`config.mk`:
```
export PLATFORM = sky130hd
export DESIGN_NAME = dbg_soc_interface
export DESIGN_NICKNAME = d
export VERILOG_FILES = /design/src/hw/dbg_soc_pkg.sv /design/src/hw/dbg_pkt_arbiter.sv /design/src/hw/dbg_ring_gateway.sv /design/src/hw/dbg_host_if.sv /design/src/hw/dbg_subnet_ctrl.sv /design/src/hw/dbg_soc_interface.sv
export VERILOG_INCLUDE_DIRS = /design/src /design/src/hw
export SDC_FILE = /design/constraint.sdc
export NUM_CORES = 1
export LEC_CHECK = 0
export BUFFER_PORTS_ARGS = -buffer_cell sky130_fd_sc_hd__buf_2
export CAP_MARGIN = 20
export CORE_MARGIN = 2
export CORE_UTILIZATION = 40
export DETAILED_ROUTE_END_ITERATION = 7
export PLACE_DENSITY = 0.62
export SLEW_MARGIN = 20
export SYNTH_ARGS = -nofsm -noshare
export SYNTH_HDL_FRONTEND = slang
export SYNTH_HIERARCHICAL = 1
export SYNTH_SLANG_ARGS = --single-unit
```
`constraint.sdc`:
```
create_clock -name clk -period 14 [get_ports clk]
set_clock_uncertainty 0.1 [all_clocks]
set_input_delay 4.2 -clock clk [delete_from_list [all_inputs] [get_ports clk]]
set_output_delay 4.2 -clock clk [all_outputs]
set_load 0.05 [all_outputs]
```
`src/hw/dbg_soc_defs.svh`:
```
// Debug subnet identification, layout and packet size macros
`ifndef DBG_SOC_DEFS_SVH
`define DBG_SOC_DEFS_SVH

//////////////////////////////////////////////////
// System identification
//////////////////////////////////////////////////

// Reported by SYS_VENDOR
`define DBG_SYSTEM_VENDOR_ID 16'h0001
// Reported by SYS_DEVICE
`define DBG_SYSTEM_DEVICE_ID 16'h0042
// Modules on this subnet, control module included
`define DBG_NUM_MODULES 16'h0003

//////////////////////////////////////////////////
// Packet and address layout
//////////////////////////////////////////////////

// Largest packet in flits, sizes the host egress store
`define DBG_MAX_PKT_LEN 8
// Upper destination bits holding the subnet number
`define DBG_SUBNET_BITS 6
// Subnet number of this chip
`define DBG_LOCAL_SUBNET 0

`endif

```
`src/hw/dbg_soc_pkg.sv`:
```
// Flit and host word structs, packet type, register address and port enums
package dbg_soc_pkg;

  // One debug flit on a ring or module link
  typedef struct packed {
    logic        valid;
    logic        last;
    logic [15:0] data;
  } dbg_flit_t;

  // One word of the host stream
  typedef struct packed {
    logic        valid;
    logic [15:0] data;
  } host_word_t;

  // Type field in bits 15:12 of the flags flit
  typedef enum logic [3:0] {
    REQ_READ   = 4'h0,
    REQ_WRITE  = 4'h1,
    RESP_READ  = 4'h2,
    RESP_WRITE = 4'h3,
    RESP_ERROR = 4'h4
  } dbg_pkt_type_e;

  // Control module register map
  typedef enum logic [15:0] {
    MOD_VENDOR   = 16'h0000,
    MOD_TYPE     = 16'h0001,
    MOD_VERSION  = 16'h0002,
    SYS_VENDOR   = 16'h0200,
    SYS_DEVICE   = 16'h0201,
    SYS_NUM_MOD  = 16'h0202,
    SYS_MAX_PKT  = 16'h0203,
    SYS_RST_CTRL = 16'h0204
  } dbg_reg_addr_e;

  // Gateway sources, also used as route targets
  typedef enum logic [1:0] {
    PORT_RING  = 2'd0,
    PORT_LOCAL = 2'd1,
    PORT_EXT   = 2'd2
  } dbg_port_e;

endpackage

```
`src/hw/dbg_pkt_arbiter.sv`:
```
// Packet-level round-robin arbiter sharing one flit output
`timescale 1ns/1ps

module dbg_pkt_arbiter #(
  parameter int NUM_IN = 2
) (
  input  logic                   clk,
  input  logic                   rst_n,
  input  dbg_soc_pkg::dbg_flit_t in_flit [NUM_IN],
  input  logic                   in_req [NUM_IN],
  output logic                   in_ready [NUM_IN],
  output dbg_soc_pkg::dbg_flit_t out_flit,
  input  logic                   out_ready
);
  import dbg_soc_pkg::*;

  localparam int IW = $clog2(NUM_IN);

  logic [IW-1:0] owner_q;
  logic [IW-1:0] last_q;
  logic [IW-1:0] pick;
  logic [IW-1:0] grant;
  logic          locked_q;
  logic          found;
  logic          xfer;

  // Next requester after the last winner
  always_comb begin
    pick  = last_q;
    found = 1'b0;
    for (int i = 1; i <= NUM_IN; i++) begin
      if (!found && in_req[(int'(last_q) + i) % NUM_IN]) begin
        pick  = IW'((int'(last_q) + i) % NUM_IN);
        found = 1'b1;
      end
    end
  end

  // Open packet keeps its owner
  assign grant = locked_q ? owner_q : pick;

  // Same-cycle pass-through of the granted input
  always_comb begin
    out_flit       = in_flit[grant];
    out_flit.valid = in_req[grant];
    for (int i = 0; i < NUM_IN; i++) begin
      in_ready[i] = (IW'(i) == grant) && in_req[grant] && out_ready;
    end
  end

  assign xfer = out_flit.valid && out_ready;

  always_ff @(posedge clk) begin
    if (!rst_n) begin
      locked_q <= 1'b0;
      owner_q  <= '0;
      last_q   <= IW'(NUM_IN - 1);
    end else if (xfer) begin
      if (out_flit.last) begin
        // Packet done, rotate from here
        locked_q <= 1'b0;
        last_q   <= grant;
      end else begin
        locked_q <= 1'b1;
        owner_q  <= grant;
      end
    end
  end

  // Source keeps requesting until its packet closes
  a_owner_held: assert property (@(posedge clk) disable iff (!rst_n)
    locked_q |-> in_req[owner_q]);

endmodule

```
`src/hw/dbg_ring_gateway.sv`:
```
// Destination router between ring, control module and host
`timescale 1ns/1ps
`include "dbg_soc_defs.svh"

module dbg_ring_gateway (
  input  logic                   clk,
  input  logic                   rst_n,
  input  dbg_soc_pkg::dbg_flit_t ring_in,
  input  dbg_soc_pkg::dbg_flit_t local_in,
  input  dbg_soc_pkg::dbg_flit_t ext_in,
  output logic                   ring_in_ready,
  output logic                   local_in_ready,
  output logic                   ext_in_ready,
  output dbg_soc_pkg::dbg_flit_t ring_out,
  output dbg_soc_pkg::dbg_flit_t local_out,
  output dbg_soc_pkg::dbg_flit_t ext_out,
  input  logic                   ring_out_ready,
  input  logic                   local_out_ready,
  input  logic                   ext_out_ready
);
  import dbg_soc_pkg::*;

  localparam int LW = 16 - `DBG_SUBNET_BITS;

  dbg_flit_t in_f [3];
  logic      in_rdy [3];
  dbg_port_e rt [3];
  dbg_port_e rt_q [3];
  logic      busy_q [3];

  // Arbiter slots
  dbg_flit_t ring_arb_f [3];
  logic      ring_req [3];
  logic      ring_rdy [3];
  dbg_flit_t loc_arb_f [2];
  logic      loc_req [2];
  logic      loc_rdy [2];
  dbg_flit_t ext_arb_f [2];
  logic      ext_req [2];
  logic      ext_rdy [2];

  // Foreign subnet to host, id 0 to control module, rest around the ring
  // Never route a packet back into the port it came from
  function automatic dbg_port_e route_of(logic [15:0] dest, dbg_port_e src);
    dbg_port_e tgt;
    if (dest[15 -: `DBG_SUBNET_BITS] != `DBG_SUBNET_BITS'(`DBG_LOCAL_SUBNET)) begin
      tgt = PORT_EXT;
    end else if (dest[LW-1:0] == '0) begin
      tgt = PORT_LOCAL;
    end else begin
      tgt = PORT_RING;
    end
    if (tgt == src && src != PORT_RING) begin
      tgt = PORT_RING;
    end
    return tgt;
  endfunction

  assign in_f[PORT_RING]  = ring_in;
  assign in_f[PORT_LOCAL] = local_in;
  assign in_f[PORT_EXT]   = ext_in;

  //////////////////////////////////////////////////
  // Route registers, one per input
  //////////////////////////////////////////////////

  for (genvar g = 0; g < 3; g++) begin : g_route
    // Decode flit 0, then hold until the last flit
    assign rt[g] = busy_q[g] ? rt_q[g] : route_of(in_f[g].data, dbg_port_e'(g));

    always_ff @(posedge clk) begin
      if (!rst_n) begin
        busy_q[g] <= 1'b0;
        rt_q[g]   <= PORT_RING;
      end else if (in_f[g].valid && in_rdy[g]) begin
        busy_q[g] <= !in_f[g].last;
        rt_q[g]   <= rt[g];
      end
    end

    // Ring output takes all three sources in port order
    assign ring_arb_f[g] = in_f[g];
    assign ring_req[g]   = in_f[g].valid && (rt[g] == PORT_RING);
  end

  // Control module fed by ring and host
  assign loc_arb_f[0] = ring_in;
  assign loc_arb_f[1] = ext_in;
  assign loc_req[0]   = ring_in.valid && (rt[PORT_RING] == PORT_LOCAL);
  assign loc_req[1]   = ext_in.valid && (rt[PORT_EXT] == PORT_LOCAL);

  // Host fed by ring and control module
  assign ext_arb_f[0] = ring_in;
  assign ext_arb_f[1] = local_in;
  assign ext_req[0]   = ring_in.valid && (rt[PORT_RING] == PORT_EXT);
  assign ext_req[1]   = local_in.valid && (rt[PORT_LOCAL] == PORT_EXT);

  // Ready from whichever arbiter the route selects
  assign in_rdy[PORT_RING]  = (rt[PORT_RING] == PORT_RING)  ? ring_rdy[0] :
                              (rt[PORT_RING] == PORT_LOCAL) ? loc_rdy[0] : ext_rdy[0];
  assign in_rdy[PORT_LOCAL] = (rt[PORT_LOCAL] == PORT_RING) ? ring_rdy[1] : ext_rdy[1];
  assign in_rdy[PORT_EXT]   = (rt[PORT_EXT] == PORT_RING)   ? ring_rdy[2] : loc_rdy[1];

  assign ring_in_ready  = in_rdy[PORT_RING];
  assign local_in_ready = in_rdy[PORT_LOCAL];
  assign ext_in_ready   = in_rdy[PORT_EXT];

  //////////////////////////////////////////////////
  // Output arbiters
  //////////////////////////////////////////////////

  dbg_pkt_arbiter #(.NUM_IN(3)) i_ring_arb (
    .clk       (clk),
    .rst_n     (rst_n),
    .in_flit   (ring_arb_f),
    .in_req    (ring_req),
    .in_ready  (ring_rdy),
    .out_flit  (ring_out),
    .out_ready (ring_out_ready)
  );

  dbg_pkt_arbiter #(.NUM_IN(2)) i_local_arb (
    .clk       (clk),
    .rst_n     (rst_n),
    .in_flit   (loc_arb_f),
    .in_req    (loc_req),
    .in_ready  (loc_rdy),
    .out_flit  (local_out),
    .out_ready (local_out_ready)
  );

  dbg_pkt_arbiter #(.NUM_IN(2)) i_ext_arb (
    .clk       (clk),
    .rst_n     (rst_n),
    .in_flit   (ext_arb_f),
    .in_req    (ext_req),
    .in_ready  (ext_rdy),
    .out_flit  (ext_out),
    .out_ready (ext_out_ready)
  );

endmodule

```
`src/hw/dbg_host_if.sv`:
```
// Host word stream to flit converter with length-prefixing egress store
`timescale 1ns/1ps
`include "dbg_soc_defs.svh"

module dbg_host_if (
  input  logic                    clk,
  input  logic                    rst_n,
  input  dbg_soc_pkg::host_word_t host_in,
  output logic                    host_in_ready,
  output dbg_soc_pkg::host_word_t host_out,
  input  logic                    host_out_ready,
  output dbg_soc_pkg::dbg_flit_t  ing_flit,
  input  logic                    ing_ready,
  input  dbg_soc_pkg::dbg_flit_t  egr_flit,
  output logic                    egr_ready
);
  import dbg_soc_pkg::*;

  localparam int MAX = `DBG_MAX_PKT_LEN;
  localparam int CW  = $clog2(MAX + 1);
  localparam int AW  = $clog2(MAX);

  typedef enum logic {IDLE, PAYLOAD} ing_state_e;
  typedef enum logic [1:0] {FILL, SEND_LEN, SEND_DATA} egr_state_e;

  ing_state_e ing_q;
  logic [15:0] ing_len_q;
  logic [15:0] ing_cnt_q;

  egr_state_e egr_q;
  logic [CW-1:0] egr_cnt_q;
  logic [AW-1:0] rd_q;
  logic [15:0]   pkt_mem [MAX];

  //////////////////////////////////////////////////
  // Ingress
  //////////////////////////////////////////////////

  // Length word swallowed in IDLE
  assign host_in_ready  = (ing_q == IDLE) ? 1'b1 : ing_ready;
  assign ing_flit.valid = (ing_q == PAYLOAD) && host_in.valid;
  assign ing_flit.data  = host_in.data;
  // Word that completes the count closes the packet
  assign ing_flit.last  = (ing_cnt_q + 16'd1) == ing_len_q;

  always_ff @(posedge clk) begin
    if (!rst_n) begin
      ing_q     <= IDLE;
      ing_len_q <= '0;
      ing_cnt_q <= '0;
    end else begin
      case (ing_q)
        IDLE: begin
          if (host_in.valid) begin
            ing_len_q <= host_in.data;
            ing_cnt_q <= '0;
            // Empty packet carries nothing
            if (host_in.data != '0) begin
              ing_q <= PAYLOAD;
            end
          end
        end
        PAYLOAD: begin
          if (ing_flit.valid && ing_ready) begin
            ing_cnt_q <= ing_cnt_q + 16'd1;
            if (ing_flit.last) begin
              ing_q <= IDLE;
            end
          end
        end
        default: ing_q <= IDLE;
      endcase
    end
  end

  //////////////////////////////////////////////////
  // Egress
  //////////////////////////////////////////////////

  assign egr_ready      = (egr_q == FILL);
  assign host_out.valid = (egr_q != FILL);
  assign host_out.data  = (egr_q == SEND_LEN) ? 16'(egr_cnt_q) : pkt_mem[rd_q];

  // Packet store
  always_ff @(posedge clk) begin
    if (egr_q == FILL && egr_flit.valid && egr_cnt_q < CW'(MAX)) begin
      pkt_mem[egr_cnt_q[AW-1:0]] <= egr_flit.data;
    end
  end

  always_ff @(posedge clk) begin
    if (!rst_n) begin
      egr_q     <= FILL;
      egr_cnt_q <= '0;
      rd_q      <= '0;
    end else begin
      case (egr_q)
        FILL: begin
          if (egr_flit.valid) begin
            // Extra words are dropped
            if (egr_cnt_q < CW'(MAX)) begin
              egr_cnt_q <= egr_cnt_q + 1'b1;
            end
            if (egr_flit.last) begin
              egr_q <= SEND_LEN;
            end
          end
        end
        SEND_LEN: begin
          if (host_out_ready) begin
            egr_q <= SEND_DATA;
            rd_q  <= '0;
          end
        end
        SEND_DATA: begin
          if (host_out_ready) begin
            if (CW'(rd_q) + 1'b1 == egr_cnt_q) begin
              egr_q     <= FILL;
              egr_cnt_q <= '0;
            end else begin
              rd_q <= rd_q + 1'b1;
            end
          end
        end
        default: egr_q <= FILL;
      endcase
    end
  end

  // Gateway sent a packet longer than the store
  a_egr_overflow: assert property (@(posedge clk) disable iff (!rst_n)
    (egr_q == FILL && egr_flit.valid) |-> (egr_cnt_q < CW'(MAX)));

endmodule

```
`src/hw/dbg_subnet_ctrl.sv`:
```
// Subnet control module with ID registers and reset control
`timescale 1ns/1ps
`include "dbg_soc_defs.svh"

module dbg_subnet_ctrl (
  input  logic                   clk,
  input  logic                   rst_n,
  input  dbg_soc_pkg::dbg_flit_t req,
  output logic                   req_ready,
  output dbg_soc_pkg::dbg_flit_t rsp,
  input  logic                   rsp_ready,
  output logic                   sys_rst,
  output logic                   cpu_rst
);
  import dbg_soc_pkg::*;

  // Module header of the control module itself
  localparam logic [15:0] MOD_VENDOR_ID  = 16'h0001;
  localparam logic [15:0] MOD_TYPE_ID    = 16'h0001;
  localparam logic [15:0] MOD_VERSION_ID = 16'h0000;

  typedef enum logic [2:0] {DEST, SRC, FLAGS, ADDR, DATA, RESPOND, DRAIN} state_e;

  state_e        state_q;
  logic [15:0]   src_q;
  logic [15:0]   addr_q;
  logic [15:0]   data_q;
  dbg_pkt_type_e type_q;
  logic          short_q;
  logic          has_data_q;
  logic [1:0]    rst_ctrl_q;
  logic [2:0]    rsp_cnt_q;
  logic          req_acc;
  logic          addr_ok;
  logic          read_only;
  logic [15:0]   rd_data;
  dbg_pkt_type_e rsp_type;

  assign req_ready = (state_q != RESPOND);
  assign req_acc   = req.valid && req_ready;

  //////////////////////////////////////////////////
  // Request collection
  //////////////////////////////////////////////////

  always_ff @(posedge clk) begin
    if (req_acc) begin
      case (state_q)
        DEST:  addr_q <= '0;
        SRC:   src_q <= req.data;
        FLAGS: type_q <= dbg_pkt_type_e'(req.data[15:12]);
        ADDR:  addr_q <= req.data;
        DATA:  data_q <= req.data;
        default: ;
      endcase
    end
  end

  always_ff @(posedge clk) begin
    if (!rst_n) begin
      state_q    <= DEST;
      short_q    <= 1'b0;
      has_data_q <= 1'b0;
      rst_ctrl_q <= '0;
      rsp_cnt_q  <= '0;
    end else begin
      case (state_q)
        DEST, SRC, FLAGS: begin
          if (req_acc) begin
            // Under four flits
            if (req.last) begin
              short_q    <= 1'b1;
              has_data_q <= 1'b0;
              state_q    <= RESPOND;
            end else begin
              state_q <= state_e'(state_q + 3'd1);
            end
          end
        end
        ADDR: begin
          if (req_acc) begin
            short_q    <= 1'b0;
            has_data_q <= 1'b0;
            state_q    <= req.last ? RESPOND : DATA;
          end
        end
        DATA: begin
          if (req_acc) begin
            has_data_q <= 1'b1;
            state_q    <= req.last ? RESPOND : DRAIN;
          end
        end
        DRAIN: begin
          // Trailing words ignored
          if (req_acc && req.last) begin
            state_q <= RESPOND;
          end
        end
        RESPOND: begin
          if (rsp_ready) begin
            rsp_cnt_q <= rsp_cnt_q + 3'd1;
            if (rsp.last) begin
              rsp_cnt_q <= '0;
              state_q   <= DEST;
              // Write lands once the answer is out
              if (rsp_type == RESP_WRITE) begin
                rst_ctrl_q <= data_q[1:0];
              end
            end
          end
        end
        default: state_q <= DEST;
      endcase
    end
  end

  //////////////////////////////////////////////////
  // Register decode and response
  //////////////////////////////////////////////////

  always_comb begin
    rd_data   = '0;
    addr_ok   = 1'b1;
    read_only = 1'b1;
    case (addr_q)
      MOD_VENDOR:  rd_data = MOD_VENDOR_ID;
      MOD_TYPE:    rd_data = MOD_TYPE_ID;
      MOD_VERSION: rd_data = MOD_VERSION_ID;
      SYS_VENDOR:  rd_data = `DBG_SYSTEM_VENDOR_ID;
      SYS_DEVICE:  rd_data = `DBG_SYSTEM_DEVICE_ID;
      SYS_NUM_MOD: rd_data = `DBG_NUM_MODULES;
      SYS_MAX_PKT: rd_data = 16'(`DBG_MAX_PKT_LEN);
      SYS_RST_CTRL: begin
        rd_data   = {14'h0, rst_ctrl_q};
        read_only = 1'b0;
      end
      default: addr_ok = 1'b0;
    endcase

    // Bad length, address, type or target all answer with an error
    if (short_q || !addr_ok) begin
      rsp_type = RESP_ERROR;
    end else if (type_q == REQ_READ) begin
      rsp_type = RESP_READ;
    end else if (type_q == REQ_WRITE && has_data_q && !read_only) begin
      rsp_type = RESP_WRITE;
    end else begin
      rsp_type = RESP_ERROR;
    end
  end

  // Dest, source 0, flags, address, then read data
  always_comb begin
    rsp.valid = (state_q == RESPOND);
    rsp.last  = rsp_cnt_q == ((rsp_type == RESP_READ) ? 3'd4 : 3'd3);
    case (rsp_cnt_q)
      3'd0:    rsp.data = src_q;
      3'd1:    rsp.data = 16'h0000;
      3'd2:    rsp.data = {rsp_type, 12'h000};
      3'd3:    rsp.data = addr_q;
      default: rsp.data = rd_data;
    endcase
  end

  assign sys_rst = rst_ctrl_q[0];
  assign cpu_rst = rst_ctrl_q[1];

  // Stalled response flit stays put
  a_rsp_hold: assert property (@(posedge clk) disable iff (!rst_n)
    (rsp.valid && !rsp_ready) |=> (rsp.valid && $stable(rsp.data) && $stable(rsp.last)));

endmodule

```
`src/hw/dbg_soc_interface.sv`:
```
// Debug subnet top with host interface, ring gateway and control module
`timescale 1ns/1ps

module dbg_soc_interface (
  input  logic                    clk,
  input  logic                    rst_n,
  input  dbg_soc_pkg::host_word_t host_in,
  output logic                    host_in_ready,
  output dbg_soc_pkg::host_word_t host_out,
  input  logic                    host_out_ready,
  input  dbg_soc_pkg::dbg_flit_t  ring_in,
  output logic                    ring_in_ready,
  output dbg_soc_pkg::dbg_flit_t  ring_out,
  input  logic                    ring_out_ready,
  output logic                    sys_rst,
  output logic                    cpu_rst
);
  import dbg_soc_pkg::*;

  // Host side links
  dbg_flit_t him_ing;
  logic      him_ing_ready;
  dbg_flit_t him_egr;
  logic      him_egr_ready;

  // Control module links
  dbg_flit_t scm_req;
  logic      scm_req_ready;
  dbg_flit_t scm_rsp;
  logic      scm_rsp_ready;

  dbg_host_if i_host_if (
    .clk            (clk),
    .rst_n          (rst_n),
    .host_in        (host_in),
    .host_in_ready  (host_in_ready),
    .host_out       (host_out),
    .host_out_ready (host_out_ready),
    .ing_flit       (him_ing),
    .ing_ready      (him_ing_ready),
    .egr_flit       (him_egr),
    .egr_ready      (him_egr_ready)
  );

  // Gateway sits at local id 0
  dbg_ring_gateway i_gateway (
    .clk             (clk),
    .rst_n           (rst_n),
    .ring_in         (ring_in),
    .local_in        (scm_rsp),
    .ext_in          (him_ing),
    .ring_in_ready   (ring_in_ready),
    .local_in_ready  (scm_rsp_ready),
    .ext_in_ready    (him_ing_ready),
    .ring_out        (ring_out),
    .local_out       (scm_req),
    .ext_out         (him_egr),
    .ring_out_ready  (ring_out_ready),
    .local_out_ready (scm_req_ready),
    .ext_out_ready   (him_egr_ready)
  );

  dbg_subnet_ctrl i_subnet_ctrl (
    .clk       (clk),
    .rst_n     (rst_n),
    .req       (scm_req),
    .req_ready (scm_req_ready),
    .rsp       (scm_rsp),
    .rsp_ready (scm_rsp_ready),
    .sys_rst   (sys_rst),
    .cpu_rst   (cpu_rst)
  );

endmodule

```
==> results.json, run 1 <==
{
  "power_density_mw_per_mm2": 117.3,
  "yosysTopAreaCell": "edfxtp_1",
  "grt_pass1_vias": 8629,
  "totalWireLength_um": 32300,
  "cts_tree": "built",
  "crit_chain": "buf_2, or4_4, nor4_1, a32oi_2, and3b_2, mux2i_1, o21a_1, and3_1, a311o_2, nand2_1, or3_4, nor2_1, mux2i_1, o21ai_1, buf_2",
  "drtIter0Drc": 725,
  "report.final.slew_viol_count": 0,
  "r2r-end": "i_host_if/ing_cnt_q[14]",
  "outcome": "complete, no violations",
  "syn_area_per_cell_um2": 11.64,
  "syn2layout_area_growth_pct": 11.39,
  "fmax_mhz": 79.08,
  "worstMarginPinSlew_ns": 1.073,
  "hpwl_um": 21950,
  "yosys-top-cells-count": "174 x edfxtp_1, 128 x nand2_1, 67 x dfxtp_1, 52 x mux2i_1, 50 x nor2_1",
  "die_h_um": 181.8,
  "p_leak_nw": 4.866,
  "drc": 0,
  "hp-class": "reg2reg",
  "setup_slack_ns": 1.354,
  "wl_per_cell_um": 20.72,
  "critPathTopFamily": "simple AND/OR/NAND/NOR gates",
  "ys_seq_elements": 241,
  "maxSlewHeadroom_pct": 28.12,
  "seqPwrFrac_pct": 48.4,
  "synthCells": 1087,
  "switching_share_pct": 26.53,
  "maxCapViolCount": 0,
  "worstReg2RegStart": "i_subnet_ctrl/addr_q[10]",
  "initial_utilization_pct": 40.40,
  "endpoint": "ring_in_ready",
  "instances_no_fill": 1559,
  "vdd_drop_max_uv": 95.69,
  "r2r.worst_path.cells": 21,
  "path_class": "in2out",
  "pwr-share-comb_pct": 13.2,
  "cts_root_buf": "clkbuf_16",
  "drive_gt1_share_pct": 20.33,
  "async_flop_share_pct": 0,
  "synth_cell_types": 89,
  "grt_pass1_wl_um": 50140,
  "synthTopCellsByArea": "edfxtp_1 41%, dfxtp_1 11%, mux4_2 5.7%",
  "first_pass_iters": 5,
  "crit_slowest_cell": "or3_4",
  "antenna_found_initial": 3,
  "dp_cells": 1510,
  "holdWs_ns": 0.3678,
  "finish.instance_area_mm2": 0.01409,
  "end_kind": "output port",
  "place_area_mm2": 0.01330,
  "fin_crit_ns": 12.65,
  "rrSetupSlack_ns": 7.92,
  "clk_pin_slew_worst_paths_ns": 0.06,
  "synth_top_cell_area_share_pct": 41.31,
  "critPathLaunch": "ring_in[12]",
  "hold_viol": 0,
  "grt_util_all_layers_pct": 19.58,
  "fin_crit_sh_pct": 90.33,
  "htree_levels": 1,
  "rows": 65,
  "grt_overflow": 0,
  "rsz0062_at_grt": "false",
  "synth_ff_type": "edfxtp_1",
  "ys_warn_count": 6,
  "cts-resized-gates": 0,
  "path_max_fanout": 25,
  "synth-seq-area-share_pct": 51.91,
  "port_buffers": 77,
  "dr_total_vias": 8818,
  "io_pins": 78,
  "cts_max_path_buffers": 3,
  "clock_sinks": 241,
  "critical_path_cell_count": 15,
  "core_mm2": 0.03131,
  "cp_slowest_stage_delay_ns": 0.62,
  "critPathLaunchType": "input port",
  "required_ns": 9.70,
  "p_clk_share_pct": 38.4,
  "place_ws_ns": 1.422,
  "synth_most_common_cell": "edfxtp_1",
  "hold_buffers": 0,
  "cp_num_buf_inv": 2,
  "power_switching_mw": 0.4386,
  "viasPerCell": 5.656,
  "die_area_mm2": 0.03306,
  "routabilityCongestion": 0.8693,
  "synth_edf_count": 174,
  "synth.net_count": 1143,
  "nets": 1192,
  "ant_nets": 0,
  "synth_area_mm2": 0.01265,
  "post-cts-setup-buffer-count": 0,
  "die_w_um": 181.8,
  "setup_tns_ns": 0,
  "crit_arrival_ns": 8.35,
  "worstSkewPairLatency_ns": 0.54,
  "cts_made_buffers": 26,
  "report.final.setup_viol": 0,
  "p_int_mw": 1.214,
  "grt_max_degree": 82
}
-- layer usage --
layer / vias up / wire length [µm] / part of all wire, % / global-route usage [%]
met2: 250 / 15220 / 47 / 32.67
met1: 4352 / 14450 / 45 / 27.01
li1: 4160 / - / - / -
met3: 52 / 1785 / 5.5 / 2.587
met4: 4 / 809 / 2.5 / 5.073
met5: - / 30 / 0.093 / 0
-- through the flow --
| step | power, mW | utilization, % |
|---|---|---|
| after floorplan | 0.9695 | - |
| after global placement | 1.030 | 42.48 |
| after detailed placement | 1.032 | 42.48 |
| after CTS | 1.668 | 44.98 |
| after global routing | 1.712 | 45.00 |
| final | 1.653 | 45.00 |
-- power groups by stage --
stage                     logic [mW]  registers [mW]  clock network, mW
after floorplan                0.158           0.812                  0
after global placement         0.215           0.815                  0
after detailed placement       0.217           0.816                  0
after CTS                      0.218           0.801              0.650
after global routing           0.232           0.802              0.678
final                          0.218           0.801              0.635
-- worst min-delay path by stage --
stage	startpoint	to	slack, ns	cells after the start
final	i_gateway/i_ring_arb/owner_q[0]	i_gateway/i_ring_arb/owner_q[0]	0.37	2
after global routing	i_gateway/i_ring_arb/owner_q[0]	i_gateway/i_ring_arb/owner_q[0]	0.38	2
after CTS	i_gateway/i_ring_arb/owner_q[0]	i_gateway/i_ring_arb/owner_q[0]	0.37	2
after detailed placement	i_gateway/i_ring_arb/owner_q[0]	i_gateway/i_ring_arb/owner_q[0]	0.36	2
after global placement	i_gateway/i_ring_arb/owner_q[0]	i_gateway/i_ring_arb/owner_q[0]	0.34	2
after floorplan	i_gateway/i_ring_arb/owner_q[0]	i_gateway/i_ring_arb/owner_q[0]	0.33	2
-- worst reg2reg max path, stage by stage (launching register included) --
cell	delay [ns]
edfxtp_1	0.39
nor4_1	0.40
and3_1	0.31
nand3_1	0.14
a21oi_1	0.20
o21ai_0	0.24
nor4_1	0.39
a21oi_1	0.16
nor2_1	0.47
mux2i_1	0.20
mux2_4	0.34
a211oi_1	0.22
o221ai_1	0.28
a21oi_4	0.54
nand3_2	0.21
inv_1	0.14
mux2_2	0.17
nand2_1	0.40
nor2_1	0.37
nand2_1	0.09
o21ai_1	0.11
and2_1	0.13
-- final cells by class --
cell class	instances	area (µm²)
diodes	1	2.502
clock buffers	30	665.6
clock inverters	18	116.4
fillers	2898	17220
inverters	27	101.3
multi-input cells	745	5614
flip-flops and latches	241	6568
well taps	402	503.0
repair buffers	95	520.5
-- cell families after synthesis --
family / after synthesis / synth area share (%)
DFF: 241 / 51.91
and+or+nand+nor: 366 / 14.93
AOI/OAI and AO/OA: 212 / 12.15
adders and majority gates: 17 / 1.681
xor gates and xnor gates: 23 / 1.652
buffers and inverters: 101 / 3.877
muxes: 127 / 13.81
-- state kept, by name (all words and copies together), names as in the netlist, 2 cells and up, named ones only --
name                          count
i_subnet_ctrl/type_q              4
i_host_if/egr_q                   2
i_subnet_ctrl/src_q              16
i_subnet_ctrl/data_q              2
i_host_if/ing_cnt_q              16
i_subnet_ctrl/state_q             3
i_subnet_ctrl/rsp_cnt_q           3
i_host_if/egr_cnt_q               4
i_host_if/ing_len_q              16
i_gateway/i_ring_arb/owner_q      2
i_host_if/rd_q                    3
i_subnet_ctrl/rst_ctrl_q          2
i_gateway/busy_q                  3
i_host_if/pkt_mem               128
i_subnet_ctrl/addr_q             16
i_gateway/rt_q                    6
i_gateway/i_ring_arb/last_q       2
-- layout by cell type (no fill, tap or decap), drive strengths merged, types with 10 or more instances in the layout --
cell / synthesis / final
edfxtp: 174 / 174
nand2: 128 / 128
buf: 40 / 95
dfxtp: 67 / 67
o21ai: 61 / 61
mux2i: 54 / 54
nor2: 50 / 50
mux2: 41 / 41
mux4: 32 / 32
a21oi: 32 / 32
nor2b: 30 / 30
clkbuf: 34 / 30
and2: 28 / 28
a21boi: 28 / 28
inv: 27 / 27
nand3: 24 / 24
nor3: 20 / 20
nand2b: 18 / 18
nor4: 18 / 18
xnor2: 18 / 18
ha: 17 / 17
clkinv: 0 / 16
and3: 14 / 14
a31oi: 10 / 10
Power figures use the tool's default switching activity.
==> run 2: changes to the inputs <==
--- a/config.mk
+++ b/config.mk
@@ -6,7 +6,7 @@
 export SDC_FILE = /design/constraint.sdc
 export NUM_CORES = 1
 export LEC_CHECK = 0
-export BUFFER_PORTS_ARGS = -buffer_cell sky130_fd_sc_hd__buf_2
+export BUFFER_PORTS_ARGS = -buffer_cell sky130_fd_sc_hd__clkbuf_2
 export CAP_MARGIN = 20
 export CORE_MARGIN = 2
 export CORE_UTILIZATION = 40
==> run 2 against run 1 <==
Net effect: total power is 0.50% higher; clock power up 1%; flip-flop and latch count is the same; maximum frequency shrank 0.13%; critical path depth shrank 1; hold slack got worse by 0.00088 ns; final area about the same; critical path type unchanged; critical endpoint unchanged; highest routed layer unchanged.
==> results.json, run 2 (synthesis gave the netlist of run 1 again) <==
{
  "fin_crit_sh_pct": 90.45,
  "antenna_found_initial": 4,
  "p_int_mw": 1.223,
  "layout_commonest_cell": "edfxtp_1",
  "hpwl_um": 21620,
  "port_buffers": 77,
  "largest_reg_flops": 128,
  "drive_gt1_share_pct": 20.09,
  "outcome": "complete, no violations",
  "grt_pass1_wl_um": 49880,
  "report.final.setup_viol": 0,
  "path_max_fanout": 25,
  "worstSkewPairLatency_ns": 0.54,
  "setup_tns_ns": 0,
  "htree_levels": 1,
  "seqPwrFrac_pct": 48.2,
  "drtIter0Drc": 667,
  "pwr-share-comb_pct": 13.1,
  "p_clk_share_pct": 38.7,
  "syn2layout_area_growth_pct": 11.33,
  "maxSlewHeadroom_pct": 32.24,
  "nets": 1191,
  "grt_max_degree": 82,
  "cts_max_path_buffers": 3,
  "worstMarginPinSlew_ns": 1.012,
  "viasPerCell": 5.623,
  "hold_buffers": 0,
  "dr_total_vias": 8761,
  "switching_share_pct": 26.35,
  "hp-class": "reg2reg",
  "cts_tree": "built",
  "drc": 0,
  "ant_nets": 0,
  "rows": 65,
  "totalWireLength_um": 32170,
  "cts_root_buf": "clkbuf_16",
  "routabilityCongestion": 0.8474,
  "cts_made_buffers": 26,
  "die_w_um": 181.8,
  "end_kind": "output port",
  "fmax_mhz": 78.97,
  "utilization_pct": 44.98,
  "core_mm2": 0.03131,
  "first_pass_iters": 5,
  "path_class": "in2out",
  "grt_util_all_layers_pct": 19.41,
  "crit_arrival_ns": 8.36,
  "fin_crit_ns": 12.66,
  "power_density_mw_per_mm2": 118.0,
  "critPathLaunchType": "input port",
  "hold_viol": 0,
  "required_ns": 9.70,
  "io_pins": 78,
  "report.final.slew_viol_count": 0,
  "grt_overflow": 0,
  "maxCapViolCount": 0,
  "clock_sinks": 241,
  "mostFrequentLayoutCells": "174 x edfxtp_1, 128 x nand2_1, 77 x clkbuf_2",
  "post-cts-setup-buffer-count": 0,
  "p_leak_nw": 4.871,
  "vdd_drop_max_uv": 85.82,
  "clk_pin_slew_worst_paths_ns": 0.06,
  "rsz0062_at_grt": "false",
  "die_area_mm2": 0.03306,
  "power_switching_mw": 0.4378,
  "wl_per_cell_um": 20.65,
  "cts-resized-gates": 0,
  "die_h_um": 181.8,
  "grt_pass1_vias": 8603,
  "initial_utilization_pct": 40.40
}
==> run 2: cell types whose count changed in the layout (fill, tap and decap cells not counted) <==
cell / before / now
clkinvlp_4: 1 / 0
clkbuf_2: 0 / 77
clkinv_2: 5 / 4
a31oi_1: 8 / 9
buf_2: 77 / 0
buf_4: 18 / 17
clkbuf_1: 4 / 11
clkbuf_8: 0 / 1
clkinv_1: 10 / 4
a31oi_2: 2 / 1
==> run 2: area by class of cell <==
| class | count | area, µm² |
|---|---|---|
| Clock inverter | 10 | 81.33 |
| Tap cell | 402 | 503.0 |
| Fill cell | 2869 | 17230 |
| Antenna cell | 1 | 2.502 |
| Sequential cell | 241 | 6568 |
| Clock buffer | 38 | 705.7 |
| Inverter | 27 | 101.3 |
| Multi-Input combinational cell | 745 | 5608 |
| Timing Repair Buffer | 94 | 513.0 |
==> run 2: worst paths after layout <==
| check | from | to | slack [ns] | cells after the start |
|---|---|---|---|---|
| max reg2reg | i_subnet_ctrl/addr_q[10] | i_host_if/ing_cnt_q[12] | 7.97 | 20 |
| max | ring_in[12] | ring_in_ready | 1.34 | 14 |
| min reg2reg | i_gateway/i_ring_arb/owner_q[0] | i_gateway/i_ring_arb/owner_q[0] | 0.37 | 2 |
| min | i_gateway/i_ring_arb/owner_q[0] | i_gateway/i_ring_arb/owner_q[0] | 0.37 | 2 |
==> run 2: critical path, stage by stage <==
cell and delay (ns):
clkbuf_2 0.12, or4_4 0.54, o41a_1 0.47, and3b_2 0.35, mux2i_1 0.10, mux2_4 0.35
o211ai_1 0.10, a311o_2 0.23, nand2_1 0.52, or3_4 0.63, nor2_1 0.16, mux2i_1 0.10
o21ai_1 0.17, clkbuf_2 0.30
==> run 2: metrics by stage <==
step                      cell area (µm²)  power [mW]  hold WS (ns)  cells  setup WS [ns]
after floorplan                     12650      0.9695        0.3350   1087          1.794
after CTS                           14080       1.676        0.3663   1557          1.362
final                               14080       1.661        0.3669   1558          1.337
after global routing                14080       1.721        0.3901   1557         0.9788
after global placement              13290       1.029        0.3445   1509          1.455
after detailed placement            13290       1.032        0.3569   1509          1.392
==> run 2: routing by layer <==
layer	GRT usage [%]	vias to the layer above	share of wire (%)
met5	0	-	0.084
met4	5.106	4	2.6
met1	26.40	4292	44
li1	-	4145	-
met2	32.74	262	48
met3	2.627	58	6.1
==> run 2: power groups by stage <==
stage	combinational, mW	clock, mW	sequential (mW)
after floorplan	0.158	0	0.812
after global placement	0.214	0	0.815
after detailed placement	0.216	0	0.816
after CTS	0.217	0.658	0.801
after global routing	0.233	0.687	0.802
final	0.217	0.644	0.801
==> run 3: changes to the inputs <==
--- a/config.mk
+++ b/config.mk
@@ -12,7 +12,7 @@
 export CORE_UTILIZATION = 40
 export DETAILED_ROUTE_END_ITERATION = 7
 export PLACE_DENSITY = 0.62
-export SLEW_MARGIN = 20
+export SKIP_LAST_GASP = 1
 export SYNTH_ARGS = -nofsm -noshare
 export SYNTH_HDL_FRONTEND = slang
 export SYNTH_HIERARCHICAL = 1
==> constraint.sdc (replaced) <==
create_clock -name clk -period 14 [get_ports clk]
set_clock_uncertainty 0.1 [all_clocks]
set_input_delay 2.1 -clock clk [delete_from_list [all_inputs] [get_ports clk]]
set_output_delay 2.1 -clock clk [all_outputs]
set_load 0.05 [all_outputs]
==> run 3 against run 2 <==
Net effect: critical endpoint unchanged; worst setup slack improved by 4.2 ns; sequential share of layout area about the same; cell count about the same.
==> results.json, run 3 (synthesis gave the netlist of run 1 again) <==
{
  "routabilityCongestion": 0.8670,
  "worstSkewPairLatency_ns": 0.55,
  "hold_buffers": 0,
  "drive_gt1_share_pct": 19.90,
  "rows": 65,
  "critPathLaunchType": "input port",
  "rrSetupSlack_ns": 7.97,
  "clock_sinks": 241,
  "grt_max_degree": 82,
  "totalWireLength_um": 31740,
  "dr_total_vias": 8821,
  "port_buffers": 77,
  "layout_commonest_cell": "edfxtp_1",
  "viasPerCell": 5.658,
  "place_area_mm2": 0.01329,
  "vdd_drop_max_uv": 85.79,
  "post-cts-setup-buffer-count": 0,
  "wl_per_cell_um": 20.36,
  "end_kind": "output port",
  "first_pass_iters": 5,
  "grt_overflow": 0,
  "fin_crit_ns": 8.447,
  "mostFrequentLayoutCells": "174 x edfxtp_1, 128 x nand2_1, 77 x clkbuf_2",
  "outcome": "complete, no violations",
  "nets": 1191,
  "grt_pass1_wl_um": 49200,
  "worstMarginPinSlew_ns": 1.058,
  "maxSlewHeadroom_pct": 29.16,
  "power_density_mw_per_mm2": 117.2,
  "path_max_fanout": 25,
  "path_class": "in2out",
  "die_area_mm2": 0.03306,
  "fillers": 2856,
  "hp-class": "reg2reg",
  "fin_crit_sh_pct": 60.33,
  "crit_arrival_ns": 6.25,
  "rsz0062_at_grt": "false",
  "initial_utilization_pct": 40.40,
  "required_ns": 11.80,
  "syn2layout_area_growth_pct": 11.30,
  "maxCapViolCount": 0,
  "antenna_found_initial": 2,
  "cts_root_buf": "clkbuf_16",
  "fmax_mhz": 118.4,
  "cts_made_buffers": 27,
  "die_w_um": 181.8,
  "ant_nets": 0,
  "core_mm2": 0.03131,
  "hold_viol": 0,
  "io_pins": 78,
  "report.final.slew_viol_count": 0,
  "finalPower_mw": 1.651,
  "drc": 0,
  "grt_pass1_vias": 8567,
  "largest_reg_flops": 128,
  "cts-resized-gates": 0,
  "cts_max_path_buffers": 3,
  "grt_util_all_layers_pct": 19.22,
  "clk_pin_slew_worst_paths_ns": 0.05,
  "drtIter0Drc": 754,
  "p_leak_nw": 4.862,
  "report.final.setup_viol": 0,
  "holdWs_ns": 0.3661,
  "die_h_um": 181.8,
  "htree_levels": 1,
  "hpwl_um": 21640,
  "setup_tns_ns": 0,
  "cts_tree": "built",
  "finish.instance_area_mm2": 0.01408
}
run 3: critical path, stage by stage:
cell	delay [ns]
clkbuf_2	0.12
or4_4	0.54
o41a_1	0.48
and3b_2	0.35
mux2i_1	0.10
mux2_4	0.35
o211ai_1	0.10
a311o_2	0.23
nand2_1	0.53
or3_4	0.64
nor2_1	0.14
mux2i_1	0.09
o21ai_1	0.16
clkbuf_2	0.30
run 3: where the power goes:
part / leakage, nW / internal (mW) / switching [mW]
Sequential: 2.16 / 0.791 / 0.00969
Clock: 0.380 / 0.355 / 0.278
Combinational: 2.32 / 0.0650 / 0.152
run 3: final timing paths:
| path | startpoint | end | cells past startpoint |
|---|---|---|---|
| min reg2reg | i_gateway/i_ring_arb/owner_q[0] | i_gateway/i_ring_arb/owner_q[0] | 2 |
| min | i_gateway/i_ring_arb/owner_q[0] | i_gateway/i_ring_arb/owner_q[0] | 2 |
| max | ring_in[12] | ring_in_ready | 14 |
| max reg2reg | i_subnet_ctrl/addr_q[10] | i_host_if/ing_cnt_q[2] | 22 |
run 3: stage by stage:
stage	util (%)	worst slack [ns]	std cells
6_report	44.96	5.553	1559
5_1_grt	44.96	5.299	1558
4_1_cts	44.96	5.562	1558
3_5_place_dp	42.44	5.567	1508
3_3_place_gp	42.41	5.618	1507
2_1_floorplan	-	5.994	1087
run 3: final cells by class:
| type | count | area, µm² | area share (%) |
|---|---|---|---|
| clock inverter | 15 | 81.33 | 0.5777 |
| inverter | 27 | 101.3 | 0.7199 |
| multi-input combinational | 745 | 5608 | 39.83 |
| timing repair buffer | 93 | 509.2 | 3.617 |
| tap | 402 | 503.0 | 3.573 |
| antenna | 1 | 2.502 | 0.01777 |
| clock buffer | 35 | 705.7 | 5.012 |
| sequential | 241 | 6568 | 46.65 |
run 3: metal layers:
layer / up-vias / wire length, µm / track usage [%] / share of wire, %
li1: 4165 / - / - / -
met1: 4365 / 14070 / 26.13 / 44
met2: 240 / 15230 / 32.38 / 48
met3: 49 / 1626 / 2.667 / 5.1
met4: 2 / 794 / 5.041 / 2.5
met5: - / 13 / 0 / 0.041
